<file path="config.mk">
export PLATFORM = sky130hd
export DESIGN_NAME = uart_top
export DESIGN_NICKNAME = d
export VERILOG_FILES = /design/src/hdl/uart_pkg.sv /design/src/hdl/wb_pkg.sv /design/src/hdl/baud_tick_gen.sv /design/src/hdl/synchronizer.sv /design/src/hdl/uart_receive.sv /design/src/hdl/uart_rx_fifo.sv /design/src/hdl/uart_top.sv /design/src/hdl/uart_transmit.sv /design/src/hdl/uart_wb_regs.sv
export VERILOG_INCLUDE_DIRS = /design/src /design/src/hdl
export SDC_FILE = /design/constraint.sdc
export NUM_CORES = 1
export LEC_CHECK = 0
export BUFFER_PORTS_ARGS = -buffer_cell sky130_fd_sc_hd__buf_2
export CAP_MARGIN = 20
export CELL_PAD_IN_SITES_DETAIL_PLACEMENT = 0
export CELL_PAD_IN_SITES_GLOBAL_PLACEMENT = 1
export CORE_UTILIZATION = 40
export CTS_CLUSTER_DIAMETER = 100
export DETAILED_ROUTE_END_ITERATION = 8
export PLACE_DENSITY = 0.76
export SLEW_MARGIN = 20
export SYNTH_ARGS = -nofsm -noshare
export SYNTH_HDL_FRONTEND = slang
export SYNTH_SLANG_ARGS = --single-unit
</file>
<file path="constraint.sdc">
create_clock -name clk -period 3.3 [get_ports clk]
set_input_delay 0.165 -clock clk [delete_from_list [all_inputs] [get_ports clk]]
set_output_delay 0.165 -clock clk [all_outputs]
set_load 0.01 [all_outputs]
</file>
<file path="src/hdl/uart_defines.svh">
/* UART widths, FIFO depth, reset divisor, register offsets and status bit numbers */

`ifndef UART_DEFINES_SVH
`define UART_DEFINES_SVH

// Character and divisor widths
`define UART_DATA_WIDTH 8
`define UART_DIV_WIDTH 16
`define UART_RESET_DIVISOR 3
`define UART_RX_FIFO_DEPTH 8

// Receiver oversampling
`define UART_TICKS_PER_BIT 8
`define UART_START_TICKS 12

// Word offsets on the bus
`define UART_REG_DATA 0
`define UART_REG_STATUS 1
`define UART_REG_DIVISOR 2

// Status register bits
`define UART_STATUS_RX_AVAIL 0
`define UART_STATUS_TX_BUSY 1
`define UART_STATUS_RX_OVERFLOW 2

`endif

</file>
<file path="src/hdl/uart_pkg.sv">
/* Serial-side types of the UART: characters, divisor, counts and FSM states */

`include "uart_defines.svh"

package uart_pkg;
	// One character on the line
	typedef logic [`UART_DATA_WIDTH-1:0] uart_char_t;

	// Baud divisor, one tick every divisor+1 clocks
	typedef logic [`UART_DIV_WIDTH-1:0] uart_divisor_t;

	// Ticks within a bit, must hold the start offset of 12
	typedef logic [3:0] uart_tick_count_t;

	// Bits within a frame
	typedef logic [3:0] uart_bit_count_t;

	typedef enum logic [0:0] {
		WAIT_START,
		READ_CHARACTER
	} receive_state_t;

	typedef enum logic [1:0] {
		IDLE,
		START_BIT,
		DATA_BITS,
		STOP_BIT
	} transmit_state_t;
endpackage

</file>
<file path="src/hdl/wb_pkg.sv">
/* Wishbone bus-side types of the UART register block */

package wb_pkg;
	// Word address, selects one of the registers
	typedef logic [1:0] wb_addr_t;

	// Full bus word, no byte selects
	typedef logic [31:0] wb_data_t;
endpackage

</file>
<file path="src/hdl/baud_tick_gen.sv">
/* Baud tick generator, one tick every divisor+1 clocks */

`timescale 1ns/1ps
`include "uart_defines.svh"

module baud_tick_gen(
	input logic clk,
	input logic reset,
	input uart_pkg::uart_divisor_t divisor,
	input logic divisor_load,
	output logic tick
);
	uart_pkg::uart_divisor_t count;

	// Tick in the cycle the count reaches zero
	assign tick = count == '0;

	always_ff @(posedge clk, posedge reset)
	begin
		if (reset)
			count <= uart_pkg::uart_divisor_t'(`UART_RESET_DIVISOR);
		else if (divisor_load)
		begin
			// New rate starts from a full period
			count <= divisor;
		end
		else if (count == '0)
			count <= divisor;
		else
			count <= count - 1'b1;
	end
endmodule

</file>
<file path="src/hdl/synchronizer.sv">
/* Two-flop synchronizer, brings an asynchronous input into the clock domain */

`timescale 1ns/1ps

module synchronizer #(
	parameter logic RESET_STATE = 1'b0
)(
	input logic clk,
	input logic reset,
	input logic data_in,
	output logic data_out
);
	// First stage may go metastable
	logic stage1;

	always_ff @(posedge clk, posedge reset)
	begin
		if (reset)
		begin
			stage1 <= RESET_STATE;
			data_out <= RESET_STATE;
		end
		else
		begin
			stage1 <= data_in;
			data_out <= stage1;
		end
	end
endmodule

</file>
<file path="src/hdl/uart_receive.sv">
/* UART receiver FSM, hunts for the start bit and samples 8 data bits mid-bit */

`timescale 1ns/1ps
`include "uart_defines.svh"

module uart_receive(
	input logic clk,
	input logic reset,
	input logic rx_sync,
	input logic tick,
	output uart_pkg::uart_char_t rx_char,
	output logic rx_char_valid
);
	localparam uart_pkg::uart_tick_count_t START_TICKS = `UART_START_TICKS;
	localparam uart_pkg::uart_tick_count_t BIT_TICKS = `UART_TICKS_PER_BIT;
	localparam uart_pkg::uart_bit_count_t STOP_INDEX = `UART_DATA_WIDTH;

	uart_pkg::receive_state_t state_ff;
	uart_pkg::receive_state_t state_nxt;
	uart_pkg::uart_tick_count_t sample_count_ff;
	uart_pkg::uart_tick_count_t sample_count_nxt;
	uart_pkg::uart_bit_count_t bit_count_ff;
	uart_pkg::uart_bit_count_t bit_count_nxt;
	uart_pkg::uart_char_t shift_reg;
	logic do_shift;

	assign rx_char = shift_reg;

	always_comb
	begin
		state_nxt = state_ff;
		sample_count_nxt = sample_count_ff;
		bit_count_nxt = bit_count_ff;
		rx_char_valid = 1'b0;
		do_shift = 1'b0;

		unique case (state_ff)
			uart_pkg::WAIT_START:
			begin
				// First low sample begins a frame
				if (!rx_sync)
				begin
					state_nxt = uart_pkg::READ_CHARACTER;
					// One and a half bits to the middle of bit 0
					sample_count_nxt = START_TICKS;
				end
			end

			uart_pkg::READ_CHARACTER:
			begin
				if (sample_count_ff == '0)
				begin
					sample_count_nxt = BIT_TICKS;
					if (bit_count_ff == STOP_INDEX)
					begin
						// Stop bit point, character complete
						state_nxt = uart_pkg::WAIT_START;
						rx_char_valid = 1'b1;
						bit_count_nxt = '0;
					end
					else
					begin
						do_shift = 1'b1;
						bit_count_nxt = bit_count_ff + 1'b1;
					end
				end
				else if (tick)
					sample_count_nxt = sample_count_ff - 1'b1;
			end
		endcase
	end

	always_ff @(posedge clk, posedge reset)
	begin
		if (reset)
		begin
			state_ff <= uart_pkg::WAIT_START;
			sample_count_ff <= '0;
			bit_count_ff <= '0;
		end
		else
		begin
			state_ff <= state_nxt;
			sample_count_ff <= sample_count_nxt;
			bit_count_ff <= bit_count_nxt;
		end
	end

	// Data arrives LSB first, so shift in from the top
	always_ff @(posedge clk)
	begin
		if (do_shift)
			shift_reg <= {rx_sync, shift_reg[`UART_DATA_WIDTH-1:1]};
	end
endmodule

</file>
<file path="src/hdl/uart_rx_fifo.sv">
/* Circular receive FIFO, drops pushes when full and keeps a sticky overflow flag */

`timescale 1ns/1ps
`include "uart_defines.svh"

module uart_rx_fifo(
	input logic clk,
	input logic reset,
	input logic push,
	input uart_pkg::uart_char_t push_data,
	input logic pop,
	output uart_pkg::uart_char_t pop_data,
	output logic empty,
	output logic overflow,
	input logic overflow_clear
);
	localparam int DEPTH = `UART_RX_FIFO_DEPTH;
	localparam int PTR_WIDTH = $clog2(DEPTH);

	uart_pkg::uart_char_t storage [DEPTH];
	logic [PTR_WIDTH-1:0] wr_ptr;
	logic [PTR_WIDTH-1:0] rd_ptr;
	// One bit wider than the pointers to tell full from empty
	logic [PTR_WIDTH:0] count;
	logic full;
	logic do_push;
	logic do_pop;

	assign empty = count == '0;
	assign full = count == (PTR_WIDTH + 1)'(DEPTH);
	assign do_push = push && !full;
	assign do_pop = pop && !empty;
	// Oldest entry always visible
	assign pop_data = storage[rd_ptr];

	always_ff @(posedge clk, posedge reset)
	begin
		if (reset)
		begin
			wr_ptr <= '0;
			rd_ptr <= '0;
			count <= '0;
			overflow <= 1'b0;
		end
		else
		begin
			// Power-of-two depth, pointers wrap by themselves
			if (do_push)
				wr_ptr <= wr_ptr + 1'b1;
			if (do_pop)
				rd_ptr <= rd_ptr + 1'b1;
			if (do_push && !do_pop)
				count <= count + 1'b1;
			else if (do_pop && !do_push)
				count <= count - 1'b1;

			// A drop in the clear cycle still sets the flag
			if (push && full)
				overflow <= 1'b1;
			else if (overflow_clear)
				overflow <= 1'b0;
		end
	end

	always_ff @(posedge clk)
	begin
		if (do_push)
			storage[wr_ptr] <= push_data;
	end
endmodule

</file>
<file path="src/hdl/uart_top.sv">
/* UART peripheral top, serial receiver and transmitter behind a Wishbone slave */

`timescale 1ns/1ps

module uart_top(
	input logic clk,
	input logic reset,
	input logic wb_cyc,
	input logic wb_stb,
	input logic wb_we,
	input wb_pkg::wb_addr_t wb_adr,
	input wb_pkg::wb_data_t wb_dat_w,
	output wb_pkg::wb_data_t wb_dat_r,
	output logic wb_ack,
	input logic uart_rx,
	output logic uart_tx
);
	logic rx_sync;
	logic tick;
	uart_pkg::uart_divisor_t divisor;
	logic divisor_load;
	uart_pkg::uart_char_t rx_char;
	logic rx_char_valid;
	uart_pkg::uart_char_t fifo_data;
	logic fifo_empty;
	logic fifo_pop;
	logic overflow;
	logic overflow_clear;
	uart_pkg::uart_char_t tx_char;
	logic tx_start;
	logic tx_busy;

	// Idle line is high
	synchronizer #(
		.RESET_STATE(1'b1)
	) rx_synchronizer (
		.clk(clk),
		.reset(reset),
		.data_in(uart_rx),
		.data_out(rx_sync)
	);

	// Shared by both directions
	baud_tick_gen baud_tick_gen (
		.clk(clk),
		.reset(reset),
		.divisor(divisor),
		.divisor_load(divisor_load),
		.tick(tick)
	);

	uart_receive uart_receive (
		.clk(clk),
		.reset(reset),
		.rx_sync(rx_sync),
		.tick(tick),
		.rx_char(rx_char),
		.rx_char_valid(rx_char_valid)
	);

	uart_transmit uart_transmit (
		.clk(clk),
		.reset(reset),
		.tick(tick),
		.tx_start(tx_start),
		.tx_char(tx_char),
		.tx_busy(tx_busy),
		.uart_tx(uart_tx)
	);

	uart_rx_fifo uart_rx_fifo (
		.clk(clk),
		.reset(reset),
		.push(rx_char_valid),
		.push_data(rx_char),
		.pop(fifo_pop),
		.pop_data(fifo_data),
		.empty(fifo_empty),
		.overflow(overflow),
		.overflow_clear(overflow_clear)
	);

	uart_wb_regs uart_wb_regs (
		.clk(clk),
		.reset(reset),
		.wb_cyc(wb_cyc),
		.wb_stb(wb_stb),
		.wb_we(wb_we),
		.wb_adr(wb_adr),
		.wb_dat_w(wb_dat_w),
		.wb_dat_r(wb_dat_r),
		.wb_ack(wb_ack),
		.divisor(divisor),
		.divisor_load(divisor_load),
		.fifo_data(fifo_data),
		.fifo_empty(fifo_empty),
		.fifo_pop(fifo_pop),
		.overflow(overflow),
		.overflow_clear(overflow_clear),
		.tx_char(tx_char),
		.tx_start(tx_start),
		.tx_busy(tx_busy)
	);
endmodule

</file>
<file path="src/hdl/uart_transmit.sv">
/* UART transmitter FSM, sends 8N1 frames with 8 ticks per bit */

`timescale 1ns/1ps
`include "uart_defines.svh"

module uart_transmit(
	input logic clk,
	input logic reset,
	input logic tick,
	input logic tx_start,
	input uart_pkg::uart_char_t tx_char,
	output logic tx_busy,
	output logic uart_tx
);
	localparam uart_pkg::uart_tick_count_t LAST_TICK = `UART_TICKS_PER_BIT - 1;
	localparam uart_pkg::uart_bit_count_t LAST_BIT = `UART_DATA_WIDTH - 1;

	uart_pkg::transmit_state_t state_ff;
	uart_pkg::transmit_state_t state_nxt;
	uart_pkg::uart_tick_count_t tick_count_ff;
	uart_pkg::uart_tick_count_t tick_count_nxt;
	uart_pkg::uart_bit_count_t bit_count_ff;
	uart_pkg::uart_bit_count_t bit_count_nxt;
	uart_pkg::uart_char_t shift_reg;
	logic tx_nxt;
	logic load_char;
	logic shift_char;
	logic bit_done;

	assign tx_busy = state_ff != uart_pkg::IDLE;
	// Last tick of the current bit
	assign bit_done = tick && tick_count_ff == LAST_TICK;

	always_comb
	begin
		state_nxt = state_ff;
		tick_count_nxt = tick_count_ff;
		bit_count_nxt = bit_count_ff;
		tx_nxt = uart_tx;
		load_char = 1'b0;
		shift_char = 1'b0;

		unique case (state_ff)
			uart_pkg::IDLE:
			begin
				if (tx_start)
				begin
					state_nxt = uart_pkg::START_BIT;
					load_char = 1'b1;
					tx_nxt = 1'b0;
				end
			end

			uart_pkg::START_BIT:
			begin
				if (bit_done)
				begin
					state_nxt = uart_pkg::DATA_BITS;
					bit_count_nxt = '0;
					tx_nxt = shift_reg[0];
				end
			end

			uart_pkg::DATA_BITS:
			begin
				if (bit_done)
				begin
					if (bit_count_ff == LAST_BIT)
					begin
						state_nxt = uart_pkg::STOP_BIT;
						tx_nxt = 1'b1;
					end
					else
					begin
						// Next bit comes from position 1 before the shift lands
						bit_count_nxt = bit_count_ff + 1'b1;
						shift_char = 1'b1;
						tx_nxt = shift_reg[1];
					end
				end
			end

			uart_pkg::STOP_BIT:
			begin
				if (bit_done)
					state_nxt = uart_pkg::IDLE;
			end
		endcase

		// Tick count wraps at each bit boundary, so it is zero again in IDLE
		if (tick && state_ff != uart_pkg::IDLE)
			tick_count_nxt = bit_done ? '0 : tick_count_ff + 1'b1;
	end

	always_ff @(posedge clk, posedge reset)
	begin
		if (reset)
		begin
			state_ff <= uart_pkg::IDLE;
			tick_count_ff <= '0;
			bit_count_ff <= '0;
			// Line idles high
			uart_tx <= 1'b1;
		end
		else
		begin
			state_ff <= state_nxt;
			tick_count_ff <= tick_count_nxt;
			bit_count_ff <= bit_count_nxt;
			uart_tx <= tx_nxt;
		end
	end

	always_ff @(posedge clk)
	begin
		if (load_char)
			shift_reg <= tx_char;
		else if (shift_char)
			shift_reg <= shift_reg >> 1;
	end
endmodule

</file>
<file path="src/hdl/uart_wb_regs.sv">
/* Wishbone classic slave for the UART data, status and divisor registers */

`timescale 1ns/1ps
`include "uart_defines.svh"

module uart_wb_regs(
	input logic clk,
	input logic reset,
	input logic wb_cyc,
	input logic wb_stb,
	input logic wb_we,
	input wb_pkg::wb_addr_t wb_adr,
	input wb_pkg::wb_data_t wb_dat_w,
	output wb_pkg::wb_data_t wb_dat_r,
	output logic wb_ack,
	output uart_pkg::uart_divisor_t divisor,
	output logic divisor_load,
	input uart_pkg::uart_char_t fifo_data,
	input logic fifo_empty,
	output logic fifo_pop,
	input logic overflow,
	output logic overflow_clear,
	output uart_pkg::uart_char_t tx_char,
	output logic tx_start,
	input logic tx_busy
);
	logic is_data;
	logic is_status;
	logic is_divisor;
	logic pending;
	logic accept;
	wb_pkg::wb_data_t status_word;
	wb_pkg::wb_data_t read_data;

	assign is_data = wb_adr == wb_pkg::wb_addr_t'(`UART_REG_DATA);
	assign is_status = wb_adr == wb_pkg::wb_addr_t'(`UART_REG_STATUS);
	assign is_divisor = wb_adr == wb_pkg::wb_addr_t'(`UART_REG_DIVISOR);

	// Access seen but not yet acknowledged
	assign pending = wb_cyc && wb_stb && !wb_ack;
	// DATA writes stall while a frame is on the line
	assign accept = pending && !(wb_we && is_data && tx_busy);

	always_comb
	begin
		status_word = '0;
		status_word[`UART_STATUS_RX_AVAIL] = !fifo_empty;
		status_word[`UART_STATUS_TX_BUSY] = tx_busy;
		status_word[`UART_STATUS_RX_OVERFLOW] = overflow;
	end

	always_comb
	begin
		read_data = '0;
		// Empty FIFO reads back as zero
		if (is_data && !fifo_empty)
			read_data[`UART_DATA_WIDTH-1:0] = fifo_data;
		else if (is_status)
			read_data = status_word;
		else if (is_divisor)
			read_data[`UART_DIV_WIDTH-1:0] = divisor;
	end

	always_ff @(posedge clk, posedge reset)
	begin
		if (reset)
		begin
			wb_ack <= 1'b0;
			tx_start <= 1'b0;
			fifo_pop <= 1'b0;
			overflow_clear <= 1'b0;
			divisor_load <= 1'b0;
			divisor <= uart_pkg::uart_divisor_t'(`UART_RESET_DIVISOR);
		end
		else
		begin
			// All strobes are one-cycle pulses that line up with ack
			wb_ack <= accept;
			tx_start <= accept && wb_we && is_data;
			fifo_pop <= accept && !wb_we && is_data && !fifo_empty;
			overflow_clear <= accept && !wb_we && is_status;
			// Load lands after the divisor register holds the new value
			divisor_load <= accept && wb_we && is_divisor;
			if (accept && wb_we && is_divisor)
				divisor <= wb_dat_w[`UART_DIV_WIDTH-1:0];
		end
	end

	always_ff @(posedge clk)
	begin
		if (accept)
			wb_dat_r <= read_data;
		if (accept && wb_we && is_data)
			tx_char <= wb_dat_w[`UART_DATA_WIDTH-1:0];
	end
endmodule

</file>
; ---- After elaboration in Yosys (flattened, before gate mapping)
; Memories as Yosys holds them, arrays and structs flattened.
; Index checks and enable logic that the tools add are counted.
[word_totals]
reg_bits = 126
mem_bits_rw = 64
output_inout_bits = 34
elab_cells = 146
memories = 1
[memory_table]
columns = memory, depth, width, rd, rd_ports_with_merged_regs, write_ports, line_no
row1 = uart_rx_fifo.storage, 8, 8, 1, 0, 1, uart_rx_fifo.sv:20  ; uart_pkg::uart_char_t storage [DEPTH];
[op_classes]
addsub = 9
eq_ne = 17
n_mux = 48
bitwise = 2
n_reduce_logical = 44
[ops]
columns = operator, count
row1 = 2-to-1 mux 16 bit, 4
row2 = 2-to-1 mux 4 bit, 10
row3 = 2-to-1 mux 8 bit, 3
row4 = 2-to-1 mux 1 bit, 21
row5 = logical AND 1 bit, 20
row6 = "adder 4 x 1 -> 4 bit, second input constant", 4
row7 = logical NOT 16 bit, 1
row8 = one-hot mux 4 bit (2 select lines), 2
row9 = "subtractor 16 x 1 -> 16 bit, second input constant", 1
row10 = 2-to-1 mux 2 bit, 5
row11 = "!= test 2 x 1 -> 1 bit, second input constant", 5
row12 = nonzero test 2 bit, 5
row13 = "equality test 4 x 3 -> 1 bit, second input constant", 2
row14 = "equality test 4 bit, second input constant", 2
row15 = logical NOT 4 bit, 2
row16 = one-hot mux 2 bit (4 select lines), 1
row17 = AND reduction 4 bit, 2
row18 = "subtractor 4 x 1 -> 4 bit, second input constant", 2
row19 = logical NOT 1 bit, 7
row20 = "adder 3 x 1 -> 3 bit, second input constant", 2
row21 = "equality test 2 bit, second input constant", 3
row22 = AND reduction 5 bit, 1
row23 = "equality test 2 x 1 -> 1 bit, second input constant", 2
row24 = logical NOT 2 bit, 2
row25 = other kinds (8), 11

; ---- Depth between registers and ports, before layout
; Gate-level depths: netlist of run 1.
[logic_depth]
word_depth = 9
depth_mapped = 16
depth_no_buf = 14

; ---- By module
; From an unflattened synthesis of run 1, not the netlist that was laid out.
[hier_totals]
cells_unflattened = 516
hier_area_um2 = 7931.4
[by_module_without_submodules]
columns = mod, instances, cells_each, area_per_inst_um2, seq_area_each_um2
row1 = uart_rx_fifo, 1, 161, 3173.0, 2197.1
row2 = uart_wb_regs, 1, 122, 1884.3, 1248.7
row3 = uart_transmit, 1, 90, 1062.3, 516.7
row4 = baud_tick_gen, 1, 79, 982.2, 402.9
row5 = uart_receive, 1, 61, 773.2, 465.4
row6 = synchronizer, 1, 3, 56.3, 52.6

; ---- Worst setup path after synthesis of run 1
; Ideal clock, no wire load.
[synth_path]
path_type = register -> register
from = register uart_receive.sample_count_ff[0]
to = register uart_rx_fifo.count[3]
arrival_ns = 2.749
path_slack_ns = 0.426
path_stages_with_launch = 17
synth_period_minus_slack_ns = 2.874
path_cell_list = dfrtp_1 -> inv_1 -> ha_1 -> nand4bb_1 -> buf_2 -> or3_1 -> nand2b_1 -> buf_2 -> inv_1 -> ha_1 -> inv_1 -> ha_1 -> a21o_1 -> a21oi_1 -> xnor2_1 -> nor2_1 -> xor2_1
[synth_between]
elab_chain_len = 7
elab_cells_between_ends = 9
classes_between = 3 x mux / 6 x reduce/logical
[synth_lines]
columns = item, line_no
row1 = from (decl), uart_receive.sv:20  ; uart_pkg::uart_tick_count_t sample_count_ff;
row2 = from (signal assigned), uart_receive.sv:84  ; sample_count_ff <= sample_count_nxt;
row3 = logical NOT 4 bit (*), uart_receive.sv:51  ; if (sample_count_ff == '0)
row4 = 2-to-1 mux 1 bit (*), uart_receive.sv:51
row5 = 2-to-1 mux 1 bit (*), uart_receive.sv:37  ; unique case (state_ff)
row6 = logical AND 1 bit (*), uart_rx_fifo.sv:31  ; assign do_push = push && !full;
row7 = via uart_rx_fifo.do_push, uart_rx_fifo.sv:26  ; logic do_push;
row8 = logical NOT 1 bit, uart_rx_fifo.sv:54  ; else if (do_pop && !do_push)
row9 = logical AND 1 bit, uart_rx_fifo.sv:54
row10 = nonzero test 2 bit (no line), --
row11 = to (signal assigned), uart_rx_fifo.sv:53  ; count <= count + 1'b1;
row12 = to (signal assigned), uart_rx_fifo.sv:55  ; count <= count - 1'b1;
row13 = to (decl), uart_rx_fifo.sv:24  ; logic [PTR_WIDTH:0] count;
; Mark *: on every way through the listed nets, which the timed path passes. The rest lies on a longest branch.
; A chain may end at the register's enable or synchronous reset.

; ---- Worst setup path after layout of run 1
; Ends and elaborated chain as after synthesis.

==> results.toml, run 1 <==
[run_status]
outcome = "finished, violations left"
failed_checks = "design-rule violations"

[setup_path]
critPathLaunchType = "register"
timing.reg2reg.worst_path_depth = 14
r2r-start = "uart_receive.sample_count_ff[0]$_DFFE_PP0P_"
critical_path_peak_fanout = 7
rr_endpoint = "uart_rx_fifo.count[3]$_DFFE_PP0P_"
crit_path_end_kind = "register"
reg2reg_setup_slack_ns = 0.24
worst-setup-path-type = "register to register"
crit_required_ns = 3.61
cp_data_arrival_time_ns = 3.37

[place]
hpwl_um = 9910
gp_routability_congestion = 0.789
postPlaceCellArea_sq_mm = 0.00795
port-buffer-count = 41

[synthesis]
synth_seq_cells = 174
yosysSeqAreaShare = 0.655
synth-async-reset-ratio = 0.402
post_synth_inst_count = 522
synth_area_leader_cell = "sky130_fd_sc_hd__edfxtp_1"
synthDominantCellAreaShare = 0.419
simple_gate_share_of_the_synthesized_area = 0.103
adder_and_majority_gate_portion_of_the_synthesized_area = 0.0295
netlist_area_sq_mm = 0.00745
synth-compound-area-share = 0.0462
post_synth_xor_area_fraction = 0.0247
post_synth_mux_area_share = 0.106
ys_warn_count = 0
synth_flop_cell = "sky130_fd_sc_hd__edfxtp_1"
synth_top_family_by_area = "multiplexers"
synth.area.top_cells = "sky130_fd_sc_hd__edfxtp_1 42%, sky130_fd_sc_hd__dfrtp_1 21%, sky130_fd_sc_hd__mux4_2 4.8%"
synth_area_per_cell_sq_um = 14.3
synth-edff-count = 104
synth.distinct_cells = 50

[routing]
via_per_inst = 5.14
drc = 6
vias = 4332
drtIter0Drc = 218
detail_route.wl_per_cell_um = 17.1
detail-route-antenna-nets = 0
drt_pass1_iterations = 8
detail_route.wirelength_um = 14500

[flow_run]
drv.max_cap_violation_count = 0

[floorplan]
floorplan.die.width_um = 139
die_height_um = 139
rows = 49
initial_utilization = 0.412
core_footprint_sq_mm = 0.0181
die_area_sq_mm = 0.0192
boundaryPins = 74

[global_routing]
gr-total-overflow = 0
grt_use_total = 0.163
grt_pass1_wl_um = 23700
grt_pass1_vias = 4538
grt_start_max_net_pins = 32
grt_antenna_before_repair = 0

[cells_and_area]
antenna_cells_inserted = 0
post-route-util = 0.482
nNetsFinal = 658
max_flop_register = "uart_rx_fifo.storage"
area.growth.synth_to_final_pct = 17.0
fillCellCount = 1533
post-route-cell-area_sq_mm = 0.00872
final_layout_size_suffix_gt1_frac = 0.254
largest_register_ff_count = 64

[timing]
final-max-slew-violation-count = 0
finalSetupViolations = 0
fmaxAchievable_mhz = 327
finalHoldViolations = 0
final.setup.tns_ns = 0
fin_crit_ns = 3.06
final_min_period_over_clock_period = 0.926
finalClockSkew_ns = 0.00947
unrepaired_setup_endpoints_after_global_routing = "no"
worst_pin_slew_ns = 0.930
slew_headroom = 0.378

[clock_network]
cts_tree = "built"
cts_htree_levels = 4
cts_inserted_buffers = 17
sinks_on_clock_net = 174
clock_latency_ns = 0.43
clk_path_buf_depth = 2
path_clk_slew_ns = 0.07
cts.root.buffer_cell = "sky130_fd_sc_hd__clkbuf_16"

[power]
post-layout-total-power_mw = 5.33
leakage_power_nw = 3.38
power-per-cell-area_mw_per_mm2 = 611
ir_worst_vdd_v = 0.000323

[min_path]
min_path_cells = 3
timing.hold.worst.class = "input port to register"
worst_hold_startpoint = "wb_adr[0]"
whs_endpoint = "uart_wb_regs.overflow_clear$_DFF_PP0_"
## cell type report
cell class,count,area (sq um),share of cell area
clock buffer,18,429,0.0492
clock inverter,14,158,0.0181
sequential,174,4880,0.560
inverter,18,67.6,0.00774
timing repair buffer,77,523,0.0599
multi-input combinational,313,2380,0.272
tap,229,287,0.0328
## cell usage in the layout (no fill, tap or decap), types with 19 or more instances in the layout
| cell | count |
|---|---|
| sky130_fd_sc_hd__dlygate4sd3_1 | 19 |
| sky130_fd_sc_hd__o21ai_0 | 21 |
| sky130_fd_sc_hd__nand2_1 | 34 |
| sky130_fd_sc_hd__nor2_1 | 38 |
| sky130_fd_sc_hd__mux2_2 | 31 |
| sky130_fd_sc_hd__a21oi_1 | 20 |
| sky130_fd_sc_hd__buf_2 | 41 |
| sky130_fd_sc_hd__edfxtp_1 | 104 |
| sky130_fd_sc_hd__dfrtp_1 | 63 |
## routing by layer
layer / share of wire / global-route usage / vias to the layer above
li1: - / - / 2043
met1: 0.42 / 0.195 / 2180
met2: 0.53 / 0.280 / 84
met3: 0.032 / 0.0405 / 25
met4: 0.024 / 0.0733 / 0
met5: 0 / 0 / -
## stage by stage
stage	worst slack [ns]	std cells	hold WS, ns
3_3_place_gp	0.305	792	0.197
4_1_cts	0.262	843	0.0644
2_1_floorplan	0.426	537	0.169
6_report	0.243	843	0.0851
3_5_place_dp	0.280	792	0.211
5_1_grt	0.0354	843	0.0735
## cells in the mapped netlist (9+ instances only)
library cell / number
sky130_fd_sc_hd__inv_1: 18
sky130_fd_sc_hd__a21oi_1: 21
sky130_fd_sc_hd__mux4_2: 16
sky130_fd_sc_hd__ha_1: 16
sky130_fd_sc_hd__mux2_2: 31
sky130_fd_sc_hd__nand2_1: 34
sky130_fd_sc_hd__edfxtp_1: 104
sky130_fd_sc_hd__o21ai_0: 21
sky130_fd_sc_hd__nand3_1: 14
sky130_fd_sc_hd__buf_4: 16
sky130_fd_sc_hd__nor3_1: 14
sky130_fd_sc_hd__clkbuf_1: 11
sky130_fd_sc_hd__nor2_1: 38
sky130_fd_sc_hd__and2_1: 9
sky130_fd_sc_hd__xnor2_1: 15
sky130_fd_sc_hd__dfrtp_1: 63
## power by group
part / internal (mW) / total, mW / switching (mW)
sequential: 2.50 / 2.71 / 0.209
combinational: 0.297 / 0.631 / 0.334
clock: 1.13 / 1.99 / 0.859
total: 3.93 / 5.33 / 1.40
## critical path: stages, from the launching register on
cell	delay, ns
sky130_fd_sc_hd__dfrtp_1	0.41
sky130_fd_sc_hd__inv_1	0.09
sky130_fd_sc_hd__ha_1	0.18
sky130_fd_sc_hd__nand4bb_1	0.15
sky130_fd_sc_hd__or3_1	0.42
sky130_fd_sc_hd__nand2b_1	0.29
sky130_fd_sc_hd__inv_1	0.17
sky130_fd_sc_hd__ha_1	0.20
sky130_fd_sc_hd__inv_1	0.09
sky130_fd_sc_hd__ha_1	0.27
sky130_fd_sc_hd__a21o_1	0.18
sky130_fd_sc_hd__a21oi_1	0.16
sky130_fd_sc_hd__xnor2_1	0.13
sky130_fd_sc_hd__nor2_1	0.06
sky130_fd_sc_hd__xor2_1	0.14
## cell families (layout without fill, tap and decap cells)
group,Yosys count,count (layout)
AO/OA/AOI/OAI,60,60
adder cells (fa/ha/maj),17,17
flip-flops,174,174
buffers and inverters,50,127
AND/OR/NAND/NOR,144,144
other,1,16
multiplexers,55,55
XOR/XNOR,21,21
## worst max-delay path by stage
| stage | start | endpoint | slack [ns] | cells after the start |
|---|---|---|---|---|
| after floorplan | uart_receive.sample_count_ff[0]$_DFFE_PP0P_ | uart_rx_fifo.count[3]$_DFFE_PP0P_ | 0.43 | 16 |
| after detailed placement | uart_receive.sample_count_ff[0]$_DFFE_PP0P_ | uart_rx_fifo.count[3]$_DFFE_PP0P_ | 0.28 | 14 |
| after global placement | uart_receive.sample_count_ff[0]$_DFFE_PP0P_ | uart_rx_fifo.count[3]$_DFFE_PP0P_ | 0.31 | 14 |
| after global routing | uart_receive.sample_count_ff[0]$_DFFE_PP0P_ | uart_rx_fifo.count[3]$_DFFE_PP0P_ | 0.04 | 14 |
| final | uart_receive.sample_count_ff[0]$_DFFE_PP0P_ | uart_rx_fifo.count[3]$_DFFE_PP0P_ | 0.24 | 14 |
| after CTS | uart_receive.sample_count_ff[0]$_DFFE_PP0P_ | uart_rx_fifo.count[3]$_DFFE_PP0P_ | 0.26 | 14 |
## timing repair
| action | in CTS | in global routing |
|---|---|---|
| endpoints found under the hold margin | 43 | 0 |
| hold buffers | 19 | 0 |
| resized for setup | 0 | 0 |
| buffers inserted | 0 | 0 |
Note: power is estimated with default switching activity, not from simulation.
==> run 2: changes to the inputs <==
--- a/config.mk
+++ b/config.mk
@@ -6,14 +6,15 @@
 export SDC_FILE = /design/constraint.sdc
 export NUM_CORES = 1
 export LEC_CHECK = 0
+export ABC_AREA = 1
 export BUFFER_PORTS_ARGS = -buffer_cell sky130_fd_sc_hd__buf_2
-export CAP_MARGIN = 20
+export CAP_MARGIN = 15
 export CELL_PAD_IN_SITES_DETAIL_PLACEMENT = 0
 export CELL_PAD_IN_SITES_GLOBAL_PLACEMENT = 1
 export CORE_UTILIZATION = 40
 export CTS_CLUSTER_DIAMETER = 100
 export DETAILED_ROUTE_END_ITERATION = 8
-export PLACE_DENSITY = 0.76
+export PLACE_DENSITY = 0.78
 export SLEW_MARGIN = 20
 export SYNTH_ARGS = -nofsm -noshare
 export SYNTH_HDL_FRONTEND = slang
==> results.toml, run 2 <==
[floorplan]
die_area_sq_mm = 0.0198
initial_utilization = 0.410
rows = 50
core_footprint_sq_mm = 0.0188
floorplan.die.width_um = 141
boundaryPins = 74
die_height_um = 141

[power]
power-per-cell-area_mw_per_mm2 = 590
p_switching_mw = 1.50
leakage_power_nw = 3.61
ir_worst_vdd_v = 0.000393
power.share.clock = 0.368
switching_share = 0.284
p_int_mw = 3.77
power.share.combinational = 0.132
power_frac_seq = 0.500

[synthesis]
ys_warn_count = 0
netlist_area_sq_mm = 0.00771
synth-edff-count = 104
synth.area.top_cells = "sky130_fd_sc_hd__edfxtp_1 40%, sky130_fd_sc_hd__dfrtp_1 20%, sky130_fd_sc_hd__nand2_1 5.1%"
synth.distinct_cells = 46
synth_flop_cell = "sky130_fd_sc_hd__edfxtp_1"
post_synth_inst_count = 702
synth_area_per_cell_sq_um = 11.0
yosysSeqAreaShare = 0.633
synth.cells.most_frequent = "104 x sky130_fd_sc_hd__edfxtp_1, 104 x sky130_fd_sc_hd__nand2_1, 97 x sky130_fd_sc_hd__nor2_1"
synthDominantCellAreaShare = 0.405
synth_seq_cells = 174
synth_area_leader_cell = "sky130_fd_sc_hd__edfxtp_1"
synth-async-reset-ratio = 0.402

[cells_and_area]
area.growth.synth_to_final_pct = 15.8
nNetsFinal = 833
max_flop_register = "uart_rx_fifo.storage"
fillCellCount = 1730
largest_register_ff_count = 64
post-route-util = 0.474
antenna_cells_inserted = 0
final_layout_size_suffix_gt1_frac = 0.169
layout_common_cells = "104 x sky130_fd_sc_hd__nand2_1, 104 x sky130_fd_sc_hd__edfxtp_1, 97 x sky130_fd_sc_hd__nor2_1"

[flow_run]
drv.max_cap_violation_count = 0

[setup_path]
cpMaxStageDelayCell = "sky130_fd_sc_hd__dfrtp_1"
worst-setup-path-type = "register to register"
worstPathCellList = "inv_1, ha_1, nand2_2, nor2_4, nand2_4, nor2_4, nand2_2, inv_2, ha_1, inv_1, ha_1, a21oi_1, nand2_1, a21oi_1, o21ai_0, xor2_1"
cp_data_arrival_time_ns = 2.83
crit_required_ns = 3.61
cp_slowest_stage_delay_ns = 0.36
critPathLaunchType = "register"
crit_path_end_kind = "register"
critical_path.top_delay_family = "adder cells"
crit_path_frequent_cell = "sky130_fd_sc_hd__ha_1"
critical_path.n_buffers_inverters = 3
critical_path_peak_fanout = 9

[timing]
fmaxAchievable_mhz = 397
finalHoldViolations = 0
unrepaired_setup_endpoints_after_global_routing = "no"
slew_headroom = 0.381
final-max-slew-violation-count = 0
finalClockSkew_ns = 0.0122
worst_pin_slew_ns = 0.927
fin_crit_ns = 2.52
final.setup.tns_ns = 0
final_min_period_over_clock_period = 0.763
finalSetupViolations = 0

[global_routing]
grt_pass1_wl_um = 25700
grt_start_max_net_pins = 57
grt_antenna_before_repair = 0
grt_pass1_vias = 4994
grt_use_total = 0.172
gr-total-overflow = 0

[routing]
detail-route-antenna-nets = 0
drtIter0Drc = 363
vias = 4977
via_per_inst = 4.74
detail_route.wl_per_cell_um = 15.0
detail_route.wirelength_um = 15700
drc = 0
drt_pass1_iterations = 5

[place]
hpwl_um = 10300
gp_routability_congestion = 0.840
port-buffer-count = 41

[clock_network]
cts_tree = "built"
cts_inserted_buffers = 17
clock_latency_ns = 0.44
post_cts.resized_instances = 0
sinks_on_clock_net = 174
cts_htree_levels = 4
clk_path_buf_depth = 2
path_clk_slew_ns = 0.07
cts.root.buffer_cell = "sky130_fd_sc_hd__clkbuf_16"

[min_path]
timing.hold.worst.class = "input port to register"

[run_status]
outcome = "finished clean"
## run 2: per-layer routing
layer	routed length, um	GRT usage	share of wire
met1	7090	0.226	0.45
met2	7680	0.284	0.49
met3	842	0.0346	0.054
met4	75	0.0578	0.0048
met5	0	0	0
## run 2: cell type report
cell class                      count  area (sq um)  area share
Sequential cell                   174          4880       0.547
Timing Repair Buffer               73           490      0.0549
Tap cell                          260           325      0.0364
Multi-Input combinational cell    444          2410       0.270
Clock buffer                       18           429      0.0480
Inverter                           66           248      0.0277
Clock inverter                     14           146      0.0164
## run 2: stage by stage
step / hold slack (ns) / cell area (sq um) / std cells / total power, mW / setup WS (ns)
after floorplan: 0.169 / 7770 / 717 / 3.19 / 0.987
after global placement: 0.151 / 8180 / 999 / 3.35 / 0.780
after detailed placement: 0.147 / 8180 / 999 / 3.36 / 0.757
after CTS: 0.0448 / 8930 / 1049 / 5.33 / 0.742
after global routing: 0.0763 / 8930 / 1049 / 5.53 / 0.459
final: 0.0658 / 8930 / 1049 / 5.27 / 0.782
## run 2: cells by family after synthesis
| group | after synthesis | synth area share |
|---|---|---|
| AOI/OAI and AO/OA | 120 | 0.0917 |
| muxes | 9 | 0.0130 |
| buffers and inverters | 99 | 0.0615 |
| DFF | 174 | 0.633 |
| xor gates and xnor gates | 24 | 0.0273 |
| other | 1 | 0.000486 |
| adders and majority gates | 17 | 0.0286 |
| and+or+nand+nor | 258 | 0.144 |
## run 2: path summary, 6_finish.rpt
kind | startpoint | end | slack [ns] | cells past startpoint
setup reg to reg | uart_receive.sample_count_ff[0]$_DFFE_PP0P_ | uart_rx_fifo.count[3]$_DFFE_PP0P_ | 0.78 | 16
max in group asynchronous | reset | uart_transmit.bit_count_ff[3]$_DFFE_PP0P_ | 2.03 | 4
hold / removal | wb_we | uart_wb_regs.fifo_pop$_DFF_PP0_ | 0.07 | 4
hold reg to reg | rx_synchronizer.stage1$_DFF_PP1_ | rx_synchronizer.data_out$_DFF_PP1_ | 0.36 | 0
min in group asynchronous | reset | uart_receive.bit_count_ff[0]$_DFFE_PP0P_ | 0.23 | 3
setup / recovery | uart_receive.sample_count_ff[0]$_DFFE_PP0P_ | uart_rx_fifo.count[3]$_DFFE_PP0P_ | 0.78 | 16
## run 2: timing repair
| action | in CTS | in global routing |
|---|---|---|
| hold buffers | 18 | 0 |
| endpoints found under the hold margin | 38 | 0 |
| buffers inserted | 0 | 0 |
## run 2: power groups by stage
stage / Combinational [mW] / Sequential, mW / Clock, mW
after floorplan: 0.538 / 2.65 / 0
after global placement: 0.676 / 2.67 / 0
after detailed placement: 0.684 / 2.67 / 0
after CTS: 0.708 / 2.63 / 1.98
after global routing: 0.799 / 2.66 / 2.07
final: 0.696 / 2.63 / 1.94
## run 2: worst register-to-register path, delay by kind of cell (launching register included)
family	cells	cell delay, ns
AOI/OAI and AO/OA	3	0.35
adders and majority gates	3	0.66
buffers and inverters	3	0.30
DFF	1	0.36
and+or+nand+nor	6	0.60
xor gates and xnor gates	1	0.15
